`src/hw/lane_mem_pkg.sv`:
```
/*
 Shared definitions for the byte-lane load/store memory.
 Sizes, access size codes, the request and per-lane command
 records, the load control record kept for the response, and
 the union used to view the four lane bytes as a word.
 Modules take these with a wildcard import in their header.
*/

package lane_mem_pkg;

   // ========================================
   // Sizes
   // ========================================

   localparam int data_width      = 32;
   localparam int lane_count      = 4;
   localparam int lane_width      = 8;
   // Words held by each bank
   localparam int word_count      = 256;
   localparam int word_addr_width = 8;
   // Request byte address
   localparam int byte_addr_width = 10;

   // Access size in the same encoding as a bus size field
   typedef logic [1:0] size_t;

   localparam size_t size_byte = 2'd0;
   localparam size_t size_half = 2'd1;
   localparam size_t size_word = 2'd2;

   // ========================================
   // Records
   // ========================================

   typedef struct packed {
      logic [byte_addr_width-1:0] addr;
      size_t                      size;
      logic                       write;
      logic                       unsigned_ld;
      logic [data_width-1:0]      wdata;
   } lsu_req_t;

   // What a single bank sees in one cycle
   typedef struct packed {
      logic                       wr;
      logic                       rd;
      logic [word_addr_width-1:0] idx;
      logic [lane_width-1:0]      data;
   } lane_cmd_t;

   // Kept from load acceptance until the response is formed
   typedef struct packed {
      size_t      size;
      logic       unsigned_ld;
      logic [1:0] offset;
   } ld_ctl_t;

   // Read word seen per byte or per halfword
   typedef union packed {
      logic [lane_count-1:0][lane_width-1:0] bytes;
      logic [1:0][2*lane_width-1:0]          halves;
   } lane_word_u;

endpackage

```
`src/hw/byte_bank.sv`:
```
/*
 One byte-wide storage bank, one per lane.
 Writes land on the clock edge. A read registers the addressed
 byte into rdata, which then holds until the next read.
*/

`timescale 1ns/1ps

module byte_bank
   import lane_mem_pkg::*;
(
   input  logic                  clk,
   input  logic                  rst_n,
   input  lane_cmd_t             cmd,
   output logic [lane_width-1:0] rdata
);

   logic [lane_width-1:0] mem [word_count];

   // Storage array
   always_ff @(posedge clk) begin
      if (cmd.wr) begin
         mem[cmd.idx] <= cmd.data;
      end
   end

   // Read register that holds between reads
   always_ff @(posedge clk or negedge rst_n) begin
      if (!rst_n) begin
         rdata <= '0;
      end else if (cmd.rd) begin
         rdata <= mem[cmd.idx];
      end
   end

endmodule

```
`config.mk`:
```
export PLATFORM = sky130hd
export DESIGN_NAME = byte_bank
export DESIGN_NICKNAME = d
export VERILOG_FILES = /design/src/hw/lane_mem_pkg.sv /design/src/hw/byte_bank.sv
export SDC_FILE = /design/constraint.sdc
export NUM_CORES = 2
export LEC_CHECK = 0
export CELL_PAD_IN_SITES_DETAIL_PLACEMENT = 1
export CELL_PAD_IN_SITES_GLOBAL_PLACEMENT = 2
export CORE_MARGIN = 2
export CORE_UTILIZATION = 54
export CTS_BUF_LIST = sky130_fd_sc_hd__clkbuf_8
export CTS_CLUSTER_DIAMETER = 120
export DETAILED_ROUTE_END_ITERATION = 10
export DONT_BUFFER_PORTS = 1
export PLACE_DENSITY = 0.88
export SYNTH_ARGS = -nofsm -noshare
export SYNTH_HDL_FRONTEND = slang
export SYNTH_SLANG_ARGS = --single-unit
```
`constraint.sdc`:
```
create_clock -name clk -period 2.1 [get_ports clk]
set_input_delay 0.21 -clock clk [delete_from_list [all_inputs] [get_ports clk]]
set_output_delay 0.21 -clock clk [all_outputs]
set_load 0.02 [all_outputs]
```
Word level (Yosys, flattened, before mapping)
Memories as Yosys holds them, arrays and structs flattened. A register that Yosys moved wholly into a read port is not among the register bits.
Cells that the tools add are included.

word-level totals
  memories kept = 1
  input port bits = 20
  bits in writable memories = 2048
  flip-flop bits (word level) = 0
  logic and storage cells = 4
  output and inout port bits = 8

memory list
  memory  words  width  read ports  clocked after memory_dff  write ports  line             RTL
  mem     256    8      1           1                         1            byte_bank.sv:18  logic [lane_width-1:0] mem [word_count];

operators by class
  muxes and demuxes = 2
  reduce and logical (&&, ||, !) cells = 1

operator list
  cell             number
  $mux 1           2
  $logic_not 1->1  1

Logic depth before layout (Yosys ltp)
  depth after elaboration = 2
  gate-level depth with buffers = 12
  depth with buffers taken out = 7

Least setup slack after synthesis
Ideal clock, no wire load.

  path kind = input to register
  from = input port cmd[9] (netlist bit)
  to = memory mem[150][0] (enable)
  buffers on the path = 7
  arrival time = 2.310 ns
  required time = 1.717 ns
  stages on the path = 9
  library setup time = 0.383 ns
  setup slack = -0.593 ns
  cell sequence = buf_2 > buf_2 > buf_4 > buf_2 > buf_2 > buf_2 > nand2b_1 > clkbuf_1 > nor3_1

RTL lines
  what                line             RTL
  start: declaration  byte_bank.sv:14  input lane_cmd_t cmd,
  end: declaration    byte_bank.sv:18

No word-level cell before the write port.

==> summary.txt <==
NetSw: 18.0 mW
Overflow after GRT: 0
Initial drt markers: 5913
Post-synth top cells: 2048 x edfxtp_1, 534 x mux4_2, 245 x nor2_1
Reg power frac: 0.565
Post-route setup TNS: -16.36 ns
PwrDens: 875 nW/um^2
Met2 wire len: 112000 um
Hold_ws: -0.710 ns
Initial antenna violation count: 13
Synthesized cell area: 79500 um^2
Largest area contributor in the netlist: edfxtp_1
Clock power frac: 0.392
Global Route Usage Sum: 0.314
GP Congestion: 0.832
Die Height: 388 um
CTS root buf: clkbuf_8
#FFs+latches synth: 2056
Avg Vias per Cell: 6.80
First-pass GRT wire length: 334000 um
H-tree levels: 5
Hold Path Sink: mem[14][7]
Cell variety after synth: 50
CP required: 3.09 ns
Top layer in use: met5
Max cap viols: 0
Violated checks: negative hold slack, max-slew violations, negative setup slack
Fmax: 292 MHz
Largest net degree at the start of global routing: 485
Slew HR: -0.676
Initial Util: 0.545
CTS sink cnt: 2056
Worst Setup Start Kind: input port
Synthesized area per cell: 22.1 um^2
Seq/Total Area, Yosys: 0.776
Antenna-violating nets left: 0
Setup CP Type: in -> reg
TritonCTS clock tree: done
Synth Net Count: 3611
Fin util: 0.629
Ys Warns: 0
Int Pwr: 62.4 mW
Cts hold-fix bufs: 36
Hold depth: 0
Async SR Flop Fraction: 0.00389
Hold_sp: cmd[7]
Wirelength per Cell: 37.6 um
Leak pwr: 29.0 nW
Routed WL: 235000 um
Pwr Total: 80.3 mW
CTS clk-pin slew, worst paths: 0.06 ns
Clock latency on the worst-skew pair: 1.06 ns
Clock Path Buffers: 4
First-pass DRT Iterations: 6
FF-to-FF path depth: 6
RSZ-0062 raised after global routing: yes
Vias in the first global route: 44700
Crit path DAT: 4.42 ns
CTS Buf Count: 333
Final #Nets: 4123
FF-to-FF End: rdata[1]
Fin. max-slew vios: 580
Via count: 42500
Std-Cell Rows: 140
DP HPWL: 123000 um
Full die area: 150000 um^2
Period minus WS final: 3.43 ns
Endpoints failing hold: 2085
Synth top area share: 0.773
Net Sw Frac: 0.224
Actual slew at the worst max-slew pin: 2.51 ns
Comb power frac: 0.044
Final Cycle Share: 1.63
Ranking of synthesized cells by area: edfxtp_1 77%, mux4_2 15%, nor2_1 1.2%
Number of I/O port buffers: 0
Final setup viols: 68
Maximum VDD drop: 0.834 mV
Met3 Wirelength: 27700 um
Layout cells sized above 1: 0.359
DRC: 0
Status: complete, but fails checks
Reg2reg start: mem[211][1]
Post-synth EDFFs: 2048
Tightest Hold Check Type: in -> reg
Count leader, synth: edfxtp_1
Setup crit end kind: register
Io pins: 28
Synth Instances: 3591
Fin worst setup slack: -1.33 ns
Metal-1 WL: 82300 um
Fill count: 11700
Die Width: 388 um
Main flop type after synthesis: edfxtp_1
Layout area overhead: 15.4%
Clock skew: 0.0820 ns
Core Region: 146000 um^2
Register-to-Register Setup Slack: -0.33 ns
Max FO, Critical Path: 380
[critical path, stage by stage]
cell	delay [ns]
nand3_1	0.93
buf_4	0.34
o22a_1	0.24
o221ai_1	0.19
nor3_2	0.26
o22ai_2	0.13
buf_6	0.20
nor3_1	0.41
buf_4	0.21
o22a_1	0.12
[sequential cells by signal (all words and copies together), names as in the netlist]
register	count
rdata	8
mem	2048
[layer usage]
| layer | GRT usage | vias to the layer above |
|---|---|---|
| met2 | 0.485 | 3121 |
| li1 | - | 16300 |
| met1 | 0.412 | 22400 |
| met5 | 0 | - |
| met4 | 0.156 | 10 |
| met3 | 0.0910 | 713 |
[area by class of cell]
type / count / area (um^2) / area share
well taps: 1917 / 2400 / 0.0261
clock buffers: 338 / 4650 / 0.0507
flip-flops and latches: 2056 / 61700 / 0.672
inverters: 4 / 15.0 / 0.000164
diodes: 11 / 27.5 / 0.000300
multi-input cells: 1316 / 18500 / 0.201
clock inverters: 219 / 1000 / 0.0109
repair buffers: 392 / 3520 / 0.0384
[timing repair]
action,in CTS,in global routing
gates resized for setup,45,41
pin swaps,23,15
endpoints found under the hold margin,3420,2094
setup buffers,0,5
endpoints found under the setup margin,8,76
[power by group through the flow]
stage / sequential (mW) / combinational (mW) / clock [mW]
2_1_floorplan: 46.2 / 2.35 / 0
3_3_place_gp: 46.2 / 2.80 / 0
3_5_place_dp: 46.2 / 2.89 / 0
5_1_grt: 45.3 / 3.45 / 33.2
4_1_cts: 45.3 / 3.20 / 31.5
6_report: 45.4 / 3.49 / 31.5
[through the flow]
step                hold slack [ns]  worst slack (ns)  cells  instance area (um^2)
floorplan                   -0.0856            -0.360   3591                 81300
global placement            -0.0821            -0.782   5645                 85200
detailed placement          -0.0817            -0.876   5645                 85200
CTS                          -0.776            -0.257   6237                 91500
global route                 -0.753            -0.393   6244                 91800
finish                       -0.710             -1.33   6253                 91800
[worst max-delay path by stage]
stage / from / to / cells after the start
2_1_floorplan: cmd[11] / mem[152][0] / 8
3_3_place_gp: cmd[8] / rdata[2] / 8
3_5_place_dp: cmd[8] / rdata[7] / 6
4_1_cts: mem[114][7] / rdata[7] / 6
5_1_grt: mem[145][5] / rdata[5] / 9
6_report: cmd[9] / rdata[5] / 10
[cells by family after synthesis]
group                  count (synthesis)  synth area share
AO/OA/AOI/OAI                        233            0.0210
flip-flops                          2056             0.776
AND/OR/NAND/NOR                      461            0.0258
multiplexers                         622             0.162
buffers and inverters                219            0.0151
[cells in the final DEF, fill, tap and decap left out, drive strengths merged, types with 8 or more instances in the layout]
master | netlist | routed
o22ai | 62 | 62
o221ai | 16 | 16
o22a | 16 | 16
inv | 4 | 114
diode | 0 | 11
nand4 | 8 | 8
and2 | 8 | 8
dlygate4sd3 | 0 | 27
nor2 | 245 | 245
o21ai | 19 | 19
nor3 | 62 | 62
buf | 138 | 363
a211oi | 13 | 13
dfrtp | 8 | 8
nand3 | 15 | 15
a22oi | 53 | 53
mux4 | 534 | 534
nor2b | 30 | 30
nor4 | 8 | 8
nand2b | 11 | 11
nand2 | 54 | 54
a21oi | 14 | 14
edfxtp | 2048 | 2048
clkinv | 0 | 99
mux2i | 84 | 84
clkbuf | 77 | 338
Note: power is estimated with default switching activity, not from simulation.
