`config.mk`:
```
export PLATFORM = sky130hd
export DESIGN_NAME = store_aligner
export DESIGN_NICKNAME = d
export VERILOG_FILES = /design/src/hw/lane_mem_pkg.sv /design/src/hw/store_aligner.sv
export SDC_FILE = /design/constraint.sdc
export NUM_CORES = 1
export LEC_CHECK = 0
export BUFFER_PORTS_ARGS = -buffer_cell sky130_fd_sc_hd__buf_2
export CAP_MARGIN = 10
export CORE_MARGIN = 5
export CORE_UTILIZATION = 33
export DETAILED_ROUTE_END_ITERATION = 7
export PLACE_DENSITY = 0.9
export SYNTH_ARGS = -nofsm -noshare
export SYNTH_HDL_FRONTEND = slang
export SYNTH_SLANG_ARGS = --single-unit
```
`constraint.sdc`:
```
create_clock -name vclk -period 1.4
set_input_delay 0.07 -clock vclk [all_inputs]
set_output_delay 0.07 -clock vclk [all_outputs]
set_load 0.02 [all_outputs]
```
`src/hw/lane_mem_pkg.sv`:
```
/*
 Shared definitions for the byte-lane load/store memory.
 Sizes, access size codes, the request and per-lane command
 records, the load control record kept for the response, and
 the union used to view the four lane bytes as a word.
 Modules take these with a wildcard import in their header.
*/

package lane_mem_pkg;

   // ========================================
   // Sizes
   // ========================================

   localparam int data_width      = 32;
   localparam int lane_count      = 4;
   localparam int lane_width      = 8;
   // Words held by each bank
   localparam int word_count      = 256;
   localparam int word_addr_width = 8;
   // Request byte address
   localparam int byte_addr_width = 10;

   // Access size in the same encoding as a bus size field
   typedef logic [1:0] size_t;

   localparam size_t size_byte = 2'd0;
   localparam size_t size_half = 2'd1;
   localparam size_t size_word = 2'd2;

   // ========================================
   // Records
   // ========================================

   typedef struct packed {
      logic [byte_addr_width-1:0] addr;
      size_t                      size;
      logic                       write;
      logic                       unsigned_ld;
      logic [data_width-1:0]      wdata;
   } lsu_req_t;

   // What a single bank sees in one cycle
   typedef struct packed {
      logic                       wr;
      logic                       rd;
      logic [word_addr_width-1:0] idx;
      logic [lane_width-1:0]      data;
   } lane_cmd_t;

   // Kept from load acceptance until the response is formed
   typedef struct packed {
      size_t      size;
      logic       unsigned_ld;
      logic [1:0] offset;
   } ld_ctl_t;

   // Read word seen per byte or per halfword
   typedef union packed {
      logic [lane_count-1:0][lane_width-1:0] bytes;
      logic [1:0][2*lane_width-1:0]          halves;
   } lane_word_u;

endpackage

```
`src/hw/store_aligner.sv`:
```
/*
 Request side of the byte-lane memory, purely combinational.
 An accepted store is split into per-lane write enables with
 its data shifted onto the covered lanes. An accepted load
 reads all four lanes and hands its size, sign mode and
 offset to the load extractor.
*/

`timescale 1ns/1ps

module store_aligner
   import lane_mem_pkg::*;
(
   input  logic                             req_valid,
   input  lsu_req_t                         req,
   input  logic                             req_ready,
   output lane_cmd_t [lane_count-1:0]       lane_cmd,
   output logic                             load_start,
   output ld_ctl_t                          ld_ctl
);

   logic                                  accept;
   logic [1:0]                            offset;
   logic [lane_count-1:0]                 byte_en;
   logic [lane_count-1:0][lane_width-1:0] wr_lanes;

   assign accept     = req_valid & req_ready;
   assign offset     = req.addr[1:0];
   assign load_start = accept & ~req.write;

   assign ld_ctl.size        = req.size;
   assign ld_ctl.unsigned_ld = req.unsigned_ld;
   assign ld_ctl.offset      = offset;

   // Lane enables and shifted store data
   always_comb begin
      case (req.size)
         size_byte: begin
            byte_en  = 4'b0001 << offset;
            wr_lanes = {24'b0, req.wdata[7:0]} << {offset, 3'b000};
         end
         size_half: begin
            // Only address bit 1 matters for a halfword
            byte_en  = offset[1] ? 4'b1100 : 4'b0011;
            wr_lanes = {16'b0, req.wdata[15:0]} << {offset[1], 4'b0000};
         end
         default: begin
            byte_en  = 4'b1111;
            wr_lanes = req.wdata;
         end
      endcase
   end

   always_comb begin
      for (int i = 0; i < lane_count; i++) begin
         lane_cmd[i].wr   = accept & req.write & byte_en[i];
         lane_cmd[i].rd   = load_start;
         lane_cmd[i].idx  = req.addr[byte_addr_width-1:2];
         lane_cmd[i].data = wr_lanes[i];
      end
   end

endmodule

```
---- Yosys cells after proc, flatten, opt, wreduce, memory -nomap -nowiden ----
Index checks and enable logic that the tools add are counted.
cells by class
  equal/unequal tests ..................... 1
  shift operators ......................... 3
  mux-type cells .......................... 3
  bitwise gates (word level) .............. 8
  reductions and logical operators ........ 1
operators with widths
  kind                   count
  $pmux W32 S2           1
  $shl A16 B5 Y32        1
  $shl A8 B5 Y32         1
  $pmux W4 S2            1
  $and A1 B1 Y1          7
  $mux W4                1
  $shl A1 B2 Y4 const A  1
  $eq A2 B1 Y1 const B   1
  $logic_not A2 Y1       1
  $not A1 Y1             1
storage, ports and cells
  flip-flop bits (word level) ............. 0
  input port bits ......................... 48
  output and inout port bits .............. 78
  logic and storage cells ................. 16

---- Longest topological paths before layout ----
Gate-level depths: netlist of run 1.
  depth in word-level cells ............... 3
  mapped depth ............................ 5
  depth with buffers taken out ............ 3

---- Worst setup path before layout of run 1 ----
Ideal clock, no wire load.
  path kind ............................... input port to output port
  from .................................... input req[36] in the netlist's numbering
  to ...................................... output lane_cmd[17] in the netlist's numbering
  arrival ................................. 0.867 ns
  data required time ...................... 1.330 ns
  slack ................................... 0.463 ns
  stages on the path ...................... 4
  buffers on the path ..................... 1
  path through ............................ nor2b_1 -> buf_2 -> o21ai_4 -> nor2b_1
RTL lines
  item             RTL line             source
  start, declared  store_aligner.sv:15  input lsu_req_t req,
  end, declared    store_aligner.sv:17  output lane_cmd_t [lane_count-1:0] lane_cmd,

==> flow_summary.json, run 1 <==
{
  "arrival_ns": 1.13,
  "holdBufCountCts": 0,
  "max_stage_delay_ns": 0.41,
  "final_common_cell": "buf_2",
  "setup_violations": 0,
  "drt_pass1_iterations": 4,
  "grt_pass1_vias": 890,
  "drive_gt1_frac": 0.5349,
  "max_freq_mhz": 836.3,
  "cp_common_cell": "buf_2",
  "die_w_um": 60.22,
  "worstSetupEndpoint": "lane_cmd[58]",
  "dp_hpwl_um": 2389,
  "wl_um": 2734,
  "relSlewSlack": 0.7530,
  "insertedDiodeCount": 0,
  "area_delta_synth_final_pct": 17.59,
  "grt_pass1_wl_um": 3891,
  "drtIter0Drc": 25,
  "viasPerCell": 4.851,
  "grt-ovfl-total": 0,
  "cp-start-kind": "input pin",
  "yosys_warnings": 0,
  "rows": 18,
  "postSynthAreaPerCell_um2": 6.352,
  "die_y_um": 60.22,
  "powerDensity_mw_per_mm2": 410.4,
  "tns_ns": 0,
  "antenna_found_initial": 0,
  "post-route-period-util": 0.8541,
  "end_kind": "primary output",
  "required_ns": 1.33,
  "final.min_clock_period_ns": 1.196,
  "status": "complete, no violations",
  "vdd_drop_max_mv": 0.2091,
  "register_area_um2": 0,
  "fin_util": 0.3986,
  "grt_usage": 0.1359,
  "worst_slack_ns": 0.2042,
  "cts_resized": 0,
  "crit_buf_inv": 2,
  "ant_nets": 0,
  "start_util": 0.3389,
  "post_cts_buffers": 0,
  "p_leak_nw": 0.5999,
  "cp_max_fo": 17,
  "routedWlPerCell_um": 13.53,
  "seq_cells": 0,
  "drv_slew": 0,
  "seq_area_frac_synth": 0,
  "hold-worst-slack_ns": 0.1400,
  "holdCritPathClass": "input pin to primary output",
  "drc": 0,
  "synth_cells": 131,
  "ys_top_cells_by_area": "buf_4 38%, nand3_1 10%, a22o_1 8.4%",
  "grt_start_max_net_pins": 18,
  "syn-num-nets": 179,
  "clock_buffers": 0,
  "hold_viol_final": 0,
  "rsz0062_at_grt": "no",
  "hold_path_depth": 0,
  "vias": 980,
  "final_cell_mix": "84 x buf_2, 17 x nand3_1, 17 x nand2_1",
  "syn-cell-area_um2": 832.0,
  "synth_cell_types": 22,
  "cap_violations": 0,
  "critPathKind": "input pin to primary output",
  "power_mw": 0.4016,
  "cp_cell_sequence": "buf_2 > and3b_1 > a22oi_1 > nand2_1 > buf_2",
  "ios": 126,
  "cp_slowest_cell": "and3b_1",
  "coreArea_mm2": 0.002455,
  "critical_path.startpoint": "req[37]",
  "final_nets": 222,
  "cpLargestDelayFamily": "simple AND/OR/NAND/NOR gates",
  "synth_top_cell_by_area": "buf_4",
  "pre_cts_slack_ns": 0.2017,
  "design.die.area_mm2": 0.003626,
  "worst_pin_slew_ns": 0.3688,
  "synth.top_cell.area_share": 0.3789,
  "routabilityCongestion": 0.7781,
  "critical_path_depth": 5,
  "io_buffers": 84
}
## metal layers
| metal | up-vias | wire, µm | share of wire | GRT usage |
|---|---|---|---|---|
| li1 | 495 | - | - | - |
| met1 | 419 | 992 | 0.36 | 0.1555 |
| met2 | 51 | 1351 | 0.49 | 0.2577 |
| met3 | 15 | 328 | 0.12 | 0.01512 |
| met4 | 0 | 63 | 0.023 | 0.04114 |
| met5 | - | 0 | 0 | 0 |
## worst min-delay path by stage
stage / from / end
final: req[38] / lane_cmd[62]
after global routing: req[39] / lane_cmd[9]
after CTS: req[32] / ld_ctl[2]
after detailed placement: req[32] / ld_ctl[2]
after global placement: req[32] / ld_ctl[2]
after floorplan: req[33] / load_start
## final cells by class
| class | instances | area, µm² |
|---|---|---|
| Fill cell | 281 | 1476 |
| Multi-Input combinational cell | 82 | 479.2 |
| Timing Repair Buffer | 89 | 457.9 |
| Tap cell | 30 | 37.54 |
| Inverter | 1 | 3.754 |
## Yosys cell counts (all sizes together)
cell	instances
a22o	8
nor2b	3
nand3	17
and3	1
nand2	17
and3b	1
a21oi	3
nor2	3
and2	8
buf	46
a22oi	8
o21bai	1
o21ai	10
nand2b	1
clkbuf	2
nor3b	1
inv	1
## cell families after synthesis
| family | synth area share |
|---|---|
| simple gates | 0.3188 |
| compound gates | 0.2571 |
| buf+inv | 0.4241 |
## power breakdown
part | internal (mW) | leakage (nW) | switching [mW]
clock | 0 | 0 | 0
sequential | 0 | 0 | 0
combinational | 0.156 | 0.600 | 0.245
total | 0.156 | 0.600 | 0.245
## through the flow
step	cell area (µm²)	std cells
CTS	978.4	202
finish	978.4	202
global route	978.4	202
floorplan	832.0	131
global placement	978.4	202
detailed placement	978.4	202
Note: power is estimated with default switching activity, not from simulation.
==> run 2, diff against run 1 <==
- GPL_TIMING_DRIVEN: unset -> 0
- PLACE_DENSITY: 0.9 -> 0.92
==> run 2 against run 1 <==
Net effect:
- largest cell class is now non-clock buffers
- critical path depth is 1 higher
- first-iteration DRC count is 20% higher
- flip-flop and latch count stayed put
- utilization is 19 points higher
- maximum frequency is 6.4% lower
- cell area is 49% higher
- critical path type unchanged
- global-route usage is 4.2 points higher
==> flow_summary.json, run 2 (synthesis gave the netlist of run 1 again) <==
{
  "status": "complete, no violations",
  "hold_viol_final": 0,
  "setup_violations": 0,
  "hold-worst-slack_ns": 0.3577,
  "holdBufCountCts": 0,
  "critPathKind": "input pin to primary output",
  "post_cts_buffers": 0,
  "dp_hpwl_um": 3057,
  "cp_max_fo": 10,
  "io_buffers": 117,
  "hold_path_depth": 2,
  "grt_pass1_vias": 1212,
  "required_ns": 1.33,
  "design.die.area_mm2": 0.003626,
  "cp_slowest_cell": "nor3b_2",
  "ant_nets": 0,
  "fillers": 269,
  "cp_cell_sequence": "buf_2 > buf_6 > nor3b_2 > nand3_1 > nand2_1 > buf_2",
  "viasPerCell": 4.658,
  "holdCritPathClass": "input pin to primary output",
  "final_common_cell": "buf_2",
  "register_area_um2": 0,
  "final_cells": 278,
  "p_leak_nw": 0.9310,
  "final.min_clock_period_ns": 1.278,
  "drive_gt1_frac": 0.6694,
  "final_nets": 298,
  "p_switching_mw": 0.3432,
  "grt-ovfl-total": 0,
  "vdd_drop_max_mv": 0.2795,
  "placed_area_mm2": 0.001455,
  "grt_start_max_net_pins": 11,
  "insertedDiodeCount": 0,
  "end_kind": "primary output",
  "rows": 18,
  "coreArea_mm2": 0.002455,
  "hold_path_end": "lane_cmd[62]",
  "cp-start-kind": "input pin",
  "drtIter0Drc": 30,
  "critical_path.startpoint": "req[35]",
  "combPwrFrac": 1.000,
  "rsz0062_at_grt": "no",
  "cp_common_cell": "buf_2",
  "final_area_mm2": 0.001455,
  "drv_slew": 0,
  "clkPwrFrac": 0,
  "vias": 1295,
  "routabilityCongestion": 0.7849,
  "wl_um": 3501,
  "grt_usage": 0.1780,
  "switching_share": 0.5707,
  "die_w_um": 60.22,
  "grt_pass1_wl_um": 5126,
  "start_util": 0.3389,
  "arrival_ns": 1.21,
  "antenna_found_initial": 0,
  "place_inst": 278,
  "die_y_um": 60.22,
  "worst_pin_slew_ns": 0.5539,
  "routedWlPerCell_um": 12.59,
  "seq_cells": 0,
  "drt_pass1_iterations": 4,
  "max_freq_mhz": 782.7,
  "ios": 126,
  "max_stage_delay_ns": 0.49,
  "powerDensity_mw_per_mm2": 413.3,
  "tns_ns": 0,
  "pwr-share-seq": 0,
  "internal_power_mw": 0.2582,
  "hp-start": "req[38]",
  "relSlewSlack": 0.6291,
  "area_delta_synth_final_pct": 74.89,
  "final_cell_mix": "120 x buf_2, 42 x buf_4, 17 x nand3_1, 17 x nand2_1",
  "cap_violations": 0,
  "cts_resized": 0,
  "clock_buffers": 0,
  "drc": 0,
  "post-route-period-util": 0.9126
}
[run 2: cell types whose count changed in the layout (fill, tap and decap cells not counted), sizes merged]
cell / before / now
buf: 89 / 163
clkbuf: 0 / 2
[run 2: worst max path at each step]
stage / end / slack, ns / depth (start not counted)
2_1_floorplan: lane_cmd[17] / 0.46 / 4
3_3_place_gp: lane_cmd[54] / 0.15 / 6
3_5_place_dp: lane_cmd[57] / 0.14 / 6
4_1_cts: lane_cmd[57] / 0.14 / 6
5_1_grt: lane_cmd[57] / 0.02 / 6
6_report: lane_cmd[59] / 0.12 / 6
[run 2: power groups by stage]
| stage | clock, mW | combinational, mW | sequential (mW) |
|---|---|---|---|
| after detailed placement | 0 | 0.607 | 0 |
| after global routing | 0 | 0.648 | 0 |
| final | 0 | 0.601 | 0 |
| after floorplan | 0 | 0.384 | 0 |
| after global placement | 0 | 0.597 | 0 |
| after CTS | 0 | 0.608 | 0 |
[run 2: worst max-delay path: cells and delay by family]
kind,cells,cell delay [ns]
and+or+nand+nor,3,0.71
buffers and inverters,3,0.42
[run 2: layout make-up]
class / count / area [µm²] / share of cell area
plain buffers: 48 / 349.1 / 0.2399
inverters: 1 / 3.754 / 0.002580
well taps: 30 / 37.54 / 0.02580
repair buffers: 117 / 585.6 / 0.4024
multi-input cells: 82 / 479.2 / 0.3293
[run 2: metrics by stage]
stage / total power [mW] / setup slack (ns) / utilization
2_1_floorplan: 0.3840 / 0.4629 / -
3_3_place_gp: 0.5970 / 0.1485 / 0.5928
3_5_place_dp: 0.6069 / 0.1403 / 0.5928
4_1_cts: 0.6078 / 0.1386 / 0.5928
5_1_grt: 0.6484 / 0.01508 / 0.5928
6_report: 0.6013 / 0.1224 / 0.5928
[run 2: layer usage]
layer  track usage  wire length (µm)  up-vias
met1        0.1871              1164      563
met4             0                 0        0
met3       0.05832               521        0
met2        0.3565              1815       78
li1              -                 -      654
met5             0                 0        -
