**src/hw/lane_mem_pkg.sv**
```systemverilog
/*
 Shared definitions for the byte-lane load/store memory.
 Sizes, access size codes, the request and per-lane command
 records, the load control record kept for the response, and
 the union used to view the four lane bytes as a word.
 Modules take these with a wildcard import in their header.
*/

package lane_mem_pkg;

   // ========================================
   // Sizes
   // ========================================

   localparam int data_width      = 32;
   localparam int lane_count      = 4;
   localparam int lane_width      = 8;
   // Words held by each bank
   localparam int word_count      = 256;
   localparam int word_addr_width = 8;
   // Request byte address
   localparam int byte_addr_width = 10;

   // Access size in the same encoding as a bus size field
   typedef logic [1:0] size_t;

   localparam size_t size_byte = 2'd0;
   localparam size_t size_half = 2'd1;
   localparam size_t size_word = 2'd2;

   // ========================================
   // Records
   // ========================================

   typedef struct packed {
      logic [byte_addr_width-1:0] addr;
      size_t                      size;
      logic                       write;
      logic                       unsigned_ld;
      logic [data_width-1:0]      wdata;
   } lsu_req_t;

   // What a single bank sees in one cycle
   typedef struct packed {
      logic                       wr;
      logic                       rd;
      logic [word_addr_width-1:0] idx;
      logic [lane_width-1:0]      data;
   } lane_cmd_t;

   // Kept from load acceptance until the response is formed
   typedef struct packed {
      size_t      size;
      logic       unsigned_ld;
      logic [1:0] offset;
   } ld_ctl_t;

   // Read word seen per byte or per halfword
   typedef union packed {
      logic [lane_count-1:0][lane_width-1:0] bytes;
      logic [1:0][2*lane_width-1:0]          halves;
   } lane_word_u;

endpackage

```
**src/hw/load_extractor.sv**
```systemverilog
/*
 Response side of the byte-lane memory.
 Keeps the control of the load in flight and the response
 valid flag, and forms rsp_data from the registered lane bytes.
 A byte or halfword is picked from the word by the offset, then
 zero or sign extended. Also drives req_ready so a new request
 is taken only when the response slot is free.
*/

`timescale 1ns/1ps

module load_extractor
   import lane_mem_pkg::*;
(
   input  logic                  clk,
   input  logic                  rst_n,
   input  logic                  load_start,
   input  ld_ctl_t               ld_ctl,
   input  lane_word_u            lanes,
   input  logic                  rsp_ready,
   output logic                  req_ready,
   output logic                  rsp_valid,
   output logic [data_width-1:0] rsp_data
);

   ld_ctl_t                 ctl_q;
   logic [lane_width-1:0]   sel_byte;
   logic [2*lane_width-1:0] sel_half;

   // Slot is free, or the held response leaves this cycle
   assign req_ready = ~rsp_valid | rsp_ready;

   // ========================================
   // Response state
   // ========================================

   always_ff @(posedge clk or negedge rst_n) begin
      if (!rst_n) begin
         rsp_valid <= 1'b0;
         ctl_q     <= '0;
      end else begin
         if (load_start) begin
            rsp_valid <= 1'b1;
            ctl_q     <= ld_ctl;
         end else if (rsp_ready) begin
            rsp_valid <= 1'b0;
         end
      end
   end

   // ========================================
   // Extraction
   // ========================================

   assign sel_byte = lanes.bytes[ctl_q.offset];
   // Halfword ignores address bit 0
   assign sel_half = lanes.halves[ctl_q.offset[1]];

   always_comb begin
      case (ctl_q.size)
         size_byte: begin
            if (ctl_q.unsigned_ld) begin
               rsp_data = {{(data_width-lane_width){1'b0}}, sel_byte};
            end else begin
               rsp_data = {{(data_width-lane_width){sel_byte[lane_width-1]}}, sel_byte};
            end
         end
         size_half: begin
            if (ctl_q.unsigned_ld) begin
               rsp_data = {{(data_width-2*lane_width){1'b0}}, sel_half};
            end else begin
               rsp_data = {{(data_width-2*lane_width){sel_half[2*lane_width-1]}}, sel_half};
            end
         end
         // Whole word with the offset unused
         default: begin
            rsp_data = lanes.bytes;
         end
      endcase
   end

endmodule

```
**config.mk**
```make
export PLATFORM = sky130hd
export DESIGN_NAME = load_extractor
export DESIGN_NICKNAME = d
export VERILOG_FILES = /design/src/hw/lane_mem_pkg.sv /design/src/hw/load_extractor.sv
export SDC_FILE = /design/constraint.sdc
export NUM_CORES = 1
export LEC_CHECK = 0
export ABC_AREA = 1
export BUFFER_PORTS_ARGS = -buffer_cell sky130_fd_sc_hd__buf_2
export CAP_MARGIN = 25
export CORE_MARGIN = 2
export CORE_UTILIZATION = 31
export CTS_CLUSTER_SIZE = 30
export DETAILED_ROUTE_END_ITERATION = 8
export HOLD_SLACK_MARGIN = 0.1
export MAX_ROUTING_LAYER = met4
export PLACE_DENSITY_LB_ADDON = 0.08
export SLEW_MARGIN = 20
export SYNTH_ARGS = -nofsm -noshare
export SYNTH_HDL_FRONTEND = slang
export SYNTH_SLANG_ARGS = --single-unit
```
**constraint.sdc**
```tcl
create_clock -name clk -period 1.56 [get_ports clk]
set_clock_uncertainty 0.1 [all_clocks]
set_input_delay 0.234 -clock clk [delete_from_list [all_inputs] [get_ports clk]]
set_output_delay 0.234 -clock clk [all_outputs]
set_load 0.03 [all_outputs]
```
* Yosys cells after proc, flatten, opt, wreduce, memory -nomap -nowiden
Index checks and enable logic that the tools add are counted.
W data, S select, Z words.
** Word-level totals
- Logic and storage cells :: 20
- Flip-flop bits (word level) :: 6
** Operators by class
- Order comparisons :: 2
- Bitwise operators :: 2
- Muxes and demuxes :: 9
- Reductions and logical operators :: 2
- Eq/ne operators :: 1
** Operator list (count)
- $mux W32 :: 2
- $pmux W32 S2 :: 1
- $mux W16 :: 2
- $bmux W8 S2 :: 1
- $mux W8 :: 1
- $lt A2 B3 Y1 const B :: 1
- $eq A2 B1 Y1 const B :: 1
- $logic_not A2 Y1 :: 1
- $lt A1 B2 Y1 const B :: 1
- $mux W1 :: 2
- $reduce_bool A2 Y1 :: 1
- $not A1 Y1 :: 1
- $or A1 B1 Y1 :: 1

* Depth between registers and ports, before layout
Gate-level depths: netlist of the first run.
- Depth after elaboration :: 4
- Mapped depth :: 9
- Depth with buffers taken out :: 7

* Worst setup path after synthesis of the first run
OpenSTA, ideal clock, no wires.
- Kind :: reg2out
- Start point :: register ctl_q[1] (netlist bit)
- End point :: output rsp_data[5]
- Path slack :: -119 ps
- Data required time :: 1226 ps
- Data arrival time :: 1345 ps
- Stages on the path, launching flop included :: 7
- Path buffers :: 2
- Cells stage by stage :: dfrtp_1 -> buf_6 -> inv_8 -> buf_12 -> nand2_2 -> and2_4 -> o211ai_1
** Between the ends
- Longest elaborated chain between the ends :: 4
- Elaborated cells between the ends (all ways) :: 7
- Classes of those cells :: mux: 7
** RTL lines
- from (decl) :: line load_extractor.sv:26 : ld_ctl_t ctl_q;
- from (signal assigned) :: line load_extractor.sv:44 : ctl_q <= ld_ctl;
- $bmux W8 S2 or $mux W16 (tied branches) :: line load_extractor.sv:55, load_extractor.sv:57
- $mux W8 (implied by the code) or $mux W16 (tied branches) :: line load_extractor.sv:55, load_extractor.sv:57
- $mux W32, on equally long branches :: line load_extractor.sv:62, load_extractor.sv:69
- $pmux W32 S2 (*) :: line load_extractor.sv:60 : case (ctl_q.size)
- to (decl) :: line load_extractor.sv:23 : output logic [data_width-1:0] rsp_data
Every way passes the cells marked *; elsewhere a longest branch is shown, timed or not. The select of a mux whose other input is x is not followed.

* Worst setup path in the final report of the first run
- Start point :: register ctl_q[1] (netlist bit)
- End point :: output rsp_data[13]
The elaborated chain is that of the path after synthesis.

==> results of run 1 <==
[power by group through the flow]
| stage | registers (mW) | logic [mW] | clock network [mW] |
|---|---|---|---|
| detailed placement | 0.183 | 0.876 | 0 |
| global placement | 0.183 | 0.878 | 0 |
| floorplan | 0.181 | 0.625 | 0 |
| finish | 0.188 | 1.20 | 0.228 |
| CTS | 0.186 | 1.19 | 0.238 |
| global route | 0.189 | 1.28 | 0.248 |
[layout make-up]
cell class                 count  area [µm²]
sequential                     6         154
fill                         369        1460
tap                           48        60.1
timing repair inverter         1        8.76
multi-input combinational    153         993
clock buffer                   3        41.3
timing repair buffer         104         840
inverter                       8        48.8
[worst paths after layout]
| path | from | to | slack [ns] | depth (start not counted) |
|---|---|---|---|---|
| min in group asynchronous | rst_n | rsp_valid | 0.26 | 2 |
| max in group asynchronous | rst_n | ctl_q[0] | 0.94 | 2 |
| hold / removal | ld_ctl[4] | ctl_q[4] | 0.12 | 3 |
| setup reg to reg | ctl_q[1] | ctl_q[1] | 0.32 | 6 |
| hold reg to reg | rsp_valid | rsp_valid | 0.38 | 2 |
| setup / recovery | ctl_q[1] | rsp_data[13] | -0.32 | 8 |
[Yosys cell counts, drive strengths merged, types with 3 or more instances]
library cell / instances
clkbuf: 4
nand2: 92
or2: 7
inv: 8
dfrtp: 6
nand3: 27
buf: 7
nor2: 3
o21ai: 5
and2: 7
o211ai: 7
[flip-flops by register name (all words and copies together), names as in the netlist]
register,cells
rsp_valid,1
ctl_q,5
[metrics by stage]
step | hold slack (ns) | TNS [ns] | total power [mW] | std cells | setup WS [ns]
after floorplan | -0.162 | -0.447 | 0.806 | 175 | -0.119
after global placement | -0.0352 | -5.55 | 1.06 | 302 | -0.228
after detailed placement | -0.0331 | -5.98 | 1.06 | 302 | -0.261
after CTS | 0.118 | -8.89 | 1.61 | 323 | -0.327
after global routing | 0.129 | -11.03 | 1.71 | 323 | -0.389
final | 0.119 | -8.87 | 1.61 | 323 | -0.322
[critical path: cells and delay by family, from the launching register on]
family / cells / cell delay (ns)
buffers and inverters: 4 / 0.45
flip-flops: 1 / 0.41
AND/OR/NAND/NOR: 4 / 0.44
[what timing repair did]
item | in CTS | in global routing
buffers inserted | 12 | 0
setup endpoints to repair | 32 | 32
gates cloned | 5 | 0
resized for setup | 90 | 8
hold buffers | 1 | 0
pin swaps | 15 | 11
endpoints found under the hold margin | 6 | 0
[placed cells by master, fill, tap and decap left out, drive strengths merged, types with 5 or more instances in the layout]
master	instances
inv	8
o211ai	7
nand3	27
buf	103
or2	7
dfrtp	6
and2	7
nand2	95
o21ai	5
[logic make-up (layout without fill, tap and decap cells)]
group	Yosys count	after routing
AO/OA/AOI/OAI	14	14
buffers and inverters	19	116
flip-flops	6	6
AND/OR/NAND/NOR	136	139
[per-layer routing]
layer	routed length (µm)	share of wire, %
met4	4	0.10
met2	2040	52
met1	1680	43
met5	0	0
met3	220	5.6
==> reports/metrics.cfg, run 1 <==
[status]
status=finished, violations left
violations=negative setup slack

[pwr]
power.share.clock_pct=14.2
p_per_area_nw_per_um2=751
switching_power_uw=745
sequentialPowerShare_pct=11.6
power_leakage_nw=1.21
p_sw_share_pct=46.2
peakVddDrop_mv=0.561
combinationalPowerShare_pct=74.2
intPower_uw=866

[sta]
period_minus_slack_ns=1.88
period_share_pct=121
hold_violations=0
rsz0062_at_grt=yes
worst_slack_ns=-0.322
fmax_mhz=531
setup_viol=32
slew_headroom_pct=81.8
slew_violations=0
worst_slew_pin_slew_ns=0.273

[global_routing]
grt_busiest_layer=met2
grt_pass1_wl_um=6530
use_met1_pct=24.4
grt_pass1_vias=1458
grtUsageMet2_pct=37.1
use_met3_pct=3.47
grt_start_max_net_pins=29
antenna_found_initial=0
overflow=0
grt_usage_pct=20.5

[route]
drc=0
drt_first_pass_iters=4
vias_per_cell=4.54
wl_per_cell_um=12.2
vias=1468
drtIter0Drc=49
drtAntennaViolNets=0
wirelength_um=3940

[critical_path]
cp.arrival_ns=1.55
path_cells=buf_12, inv_12, buf_12, nand2_2, and2_4, or2_1, nand3_2, buf_6
end_kind=output pin
startpoint_type=flip-flop
cpMaxStageDelayCell=dfrtp_2
crit_top_cell=buf_12
criticalPathCategory=flip-flop to output pin
critPathMaxStageDelay_ns=0.41
worstPathMaxFanout=7
worstPathRequired_ns=1.23

[die]
dieArea_um2=4170
fp.dieW_um=64.6
rows=22
initial_core_util_pct=31.6
core_area_um2=3610
io_pins=75
die_h_um=64.6

[yosys]
synth_top_area_share_pct=27.0
synth.area.top_cells=nand2_1, nand3_2, dfrtp_1
syn_area_um2=1140
synth_nets=216
syn_inst=175
synth_xor_area_share_pct=0
ys_seq_elements=6
yosys_warnings=0
synth_flop_cell=dfrtp_1
synth-simple-area-share_pct=64.5
synth_top_cell_by_area=nand2_1
synth_cell_types=25
syn_avg_cell_area_um2=6.51
synth_compound_area_share_pct=7.91
yosys.area_share.adder_pct=0
async_reset_ff_share_pct=100
synth_mux_area_share_pct=0
synth_edf_count=0
yosysSeqAreaShare_pct=13.2
synth_top_family_by_area=simple AND/OR/NAND/NOR gates

[layout]
layout.nets=318
fin_area_um2=2150
finish.utilization_pct=59.5
layout-drive-gt1-share_pct=60.7
syn_to_final_growth_pct=88.5
diodes=0

[clocking]
cts-htree-levels=1
cts_num_sinks=6
clk_path_buf_depth=2
clk_latency_ns=0.22
cts_root_buf=clkbuf_8
cts_tree=done
clk_pin_slew_ns=0.04
cts_buffers=3

[job]
drv_cap=0

[placement]
numPortBuffers=74
dpl_cell_area_um2=1590
place.gp.congestion=0.728
dpl.hpwl_um=2690

[hold_path]
hp-class=input port to flip-flop

Note: power is estimated with default switching activity, not from simulation.
==> run 2: changes to the inputs <==
- RECOVER_POWER: unset -> 50
==> reports/metrics.cfg, run 2 (synthesized netlist as in run 1, its figures left out) <==
[critical_path]
worstPathMaxFanout=7  ; unchanged
crit_top_cell=buf_12
endpoint=rsp_data[13]
critPathMaxStageDelay_ns=0.41  ; about the same
startpoint_type=flip-flop
path_cells=buf_12, inv_12, buf_12, nand2_2, and2_4, or2_1, nand3_2, buf_6
reg2reg_to=ctl_q[1]
crit_path_start=ctl_q[1]
criticalPathCategory=flip-flop to output pin
ff2ff_setup_slack_ns=0.32  ; about the same
cp.arrival_ns=1.55  ; about the same
worstPathRequired_ns=1.23  ; about the same
end_kind=output pin
timing.rr.start=ctl_q[1]
cpMaxStageDelayCell=dfrtp_2
reg2reg_depth=6  ; unchanged

[sta]
hold_ws_ns=0.119  ; unchanged
hold_violations=0  ; unchanged
period_share_pct=121  ; unchanged
slew_headroom_pct=78.5  ; -3.3 points
rsz0062_at_grt=yes
setup_viol=32  ; unchanged
worst_slew_pin_slew_ns=0.322  ; +0.0491 ns
fmax_mhz=531  ; unchanged
worst_slack_ns=-0.322  ; unchanged
slew_violations=0  ; unchanged
period_minus_slack_ns=1.88  ; unchanged

[placement]
dp_cells=302  ; unchanged
dpl.hpwl_um=2690  ; unchanged
numPortBuffers=74  ; unchanged
place.gp.congestion=0.728  ; unchanged

[die]
core_area_um2=3610  ; unchanged
dieArea_um2=4170  ; unchanged
rows=22  ; unchanged
initial_core_util_pct=31.6  ; unchanged
die_h_um=64.6  ; unchanged
io_pins=75  ; unchanged
fp.dieW_um=64.6  ; unchanged

[route]
drtIter0Drc=50  ; +2.0%
wirelength_um=3940  ; about the same
drt_first_pass_iters=4  ; unchanged
wl_per_cell_um=12.2  ; about the same
drc=0  ; unchanged
vias_per_cell=4.55  ; about the same
vias=1469  ; +0.068%
drtAntennaViolNets=0  ; unchanged

[layout]
largest_register_ffs=5  ; unchanged
fillers=370  ; +0.27%
finish.utilization_pct=59.5  ; about the same
final_cell_mix=nand2_1, buf_2, buf_6
max_flop_register=ctl_q
final_common_cell=nand2_1
diodes=0  ; unchanged
layout.nets=318  ; unchanged
layout-drive-gt1-share_pct=60.4  ; -0.36 points
syn_to_final_growth_pct=88.4  ; about the same
top_regs=ctl_q x5, rsp_valid x1
final_cell_count_no_fill=323  ; unchanged

[status]
violations=negative setup slack
status=finished, violations left

[clocking]
cts_tree=done
cts-htree-levels=1  ; unchanged
clk_path_buf_depth=2  ; unchanged
cts_num_sinks=6  ; unchanged
cts_buffers=3  ; unchanged
cts_root_buf=clkbuf_8
clk_latency_ns=0.22  ; about the same
clk_pin_slew_ns=0.04  ; about the same

[hold_path]
hp-class=input port to flip-flop

[job]
drv_cap=0  ; unchanged

[pwr]
p_per_area_nw_per_um2=751  ; about the same
peakVddDrop_mv=0.561  ; about the same
power.total_mw=1.61  ; about the same
power_leakage_nw=1.20  ; -0.23%

[global_routing]
antenna_found_initial=0  ; unchanged
grt_pass1_vias=1458  ; unchanged
grt_pass1_wl_um=6530  ; unchanged
overflow=0  ; unchanged
grt_start_max_net_pins=29  ; unchanged
grt_usage_pct=20.5  ; unchanged

run 2: what timing repair did:
item,in CTS,in global routing
pin swaps,15,11
gates cloned,5,0
hold endpoints to repair,6,0
gates resized for setup,90,8
endpoints found under the setup margin,32,32
hold buffers,1,0
buffers inserted,12,0
run 2: report_power, final:
group	internal, mW	total, mW	switching (mW)
registers	0.171	0.188	0.0162
logic	0.529	1.20	0.666
clock network	0.165	0.228	0.0630
total	0.866	1.61	0.745
run 2: worst min path at each step:
stage          startpoint        to  slack [ns]  depth (start not counted)
3_3_place_gp        rst_n  ctl_q[3]       -0.04                          1
3_5_place_dp        rst_n  ctl_q[3]       -0.03                          1
2_1_floorplan       rst_n  ctl_q[0]       -0.16                          0
6_report        ld_ctl[4]  ctl_q[4]        0.12                          3
5_1_grt         ld_ctl[2]  ctl_q[2]        0.13                          3
4_1_cts         ld_ctl[0]  ctl_q[0]        0.12                          3
run 2: routing by layer:
metal  global-route usage (%)  vias up  part of all wire [%]
met5                        -        -                     0
met4                     2.66        0                  0.10
met3                     3.47        2                   5.6
met2                     37.1       49                    52
met1                     24.4      648                    43
li1                         -      770                     -
run 2: layout make-up:
type / count / area [µm²] / share of cell area [%]
inverters: 8 / 48.8 / 2.28
multi-input cells: 153 / 993 / 46.3
flip-flops and latches: 6 / 154 / 7.18
clock buffers: 3 / 41.3 / 1.93
repair inverters: 1 / 8.76 / 0.408
repair buffers: 104 / 838 / 39.1
well taps: 48 / 60.1 / 2.80
run 2: worst max-delay path: cells and delay by family (launching register included):
| family | cells | cell delay [ns] |
|---|---|---|
| flip-flops | 1 | 0.41 |
| AND/OR/NAND/NOR | 4 | 0.44 |
| buffers and inverters | 4 | 0.45 |
run 2: per-stage QoR:
stage,cell area [µm²],setup slack [ns],setup TNS (ns)
after global routing,2140,-0.389,-11.03
final,2140,-0.322,-8.87
after detailed placement,1590,-0.261,-5.98
after global placement,1590,-0.228,-5.55
after floorplan,1140,-0.119,-0.447
after CTS,2120,-0.327,-8.89
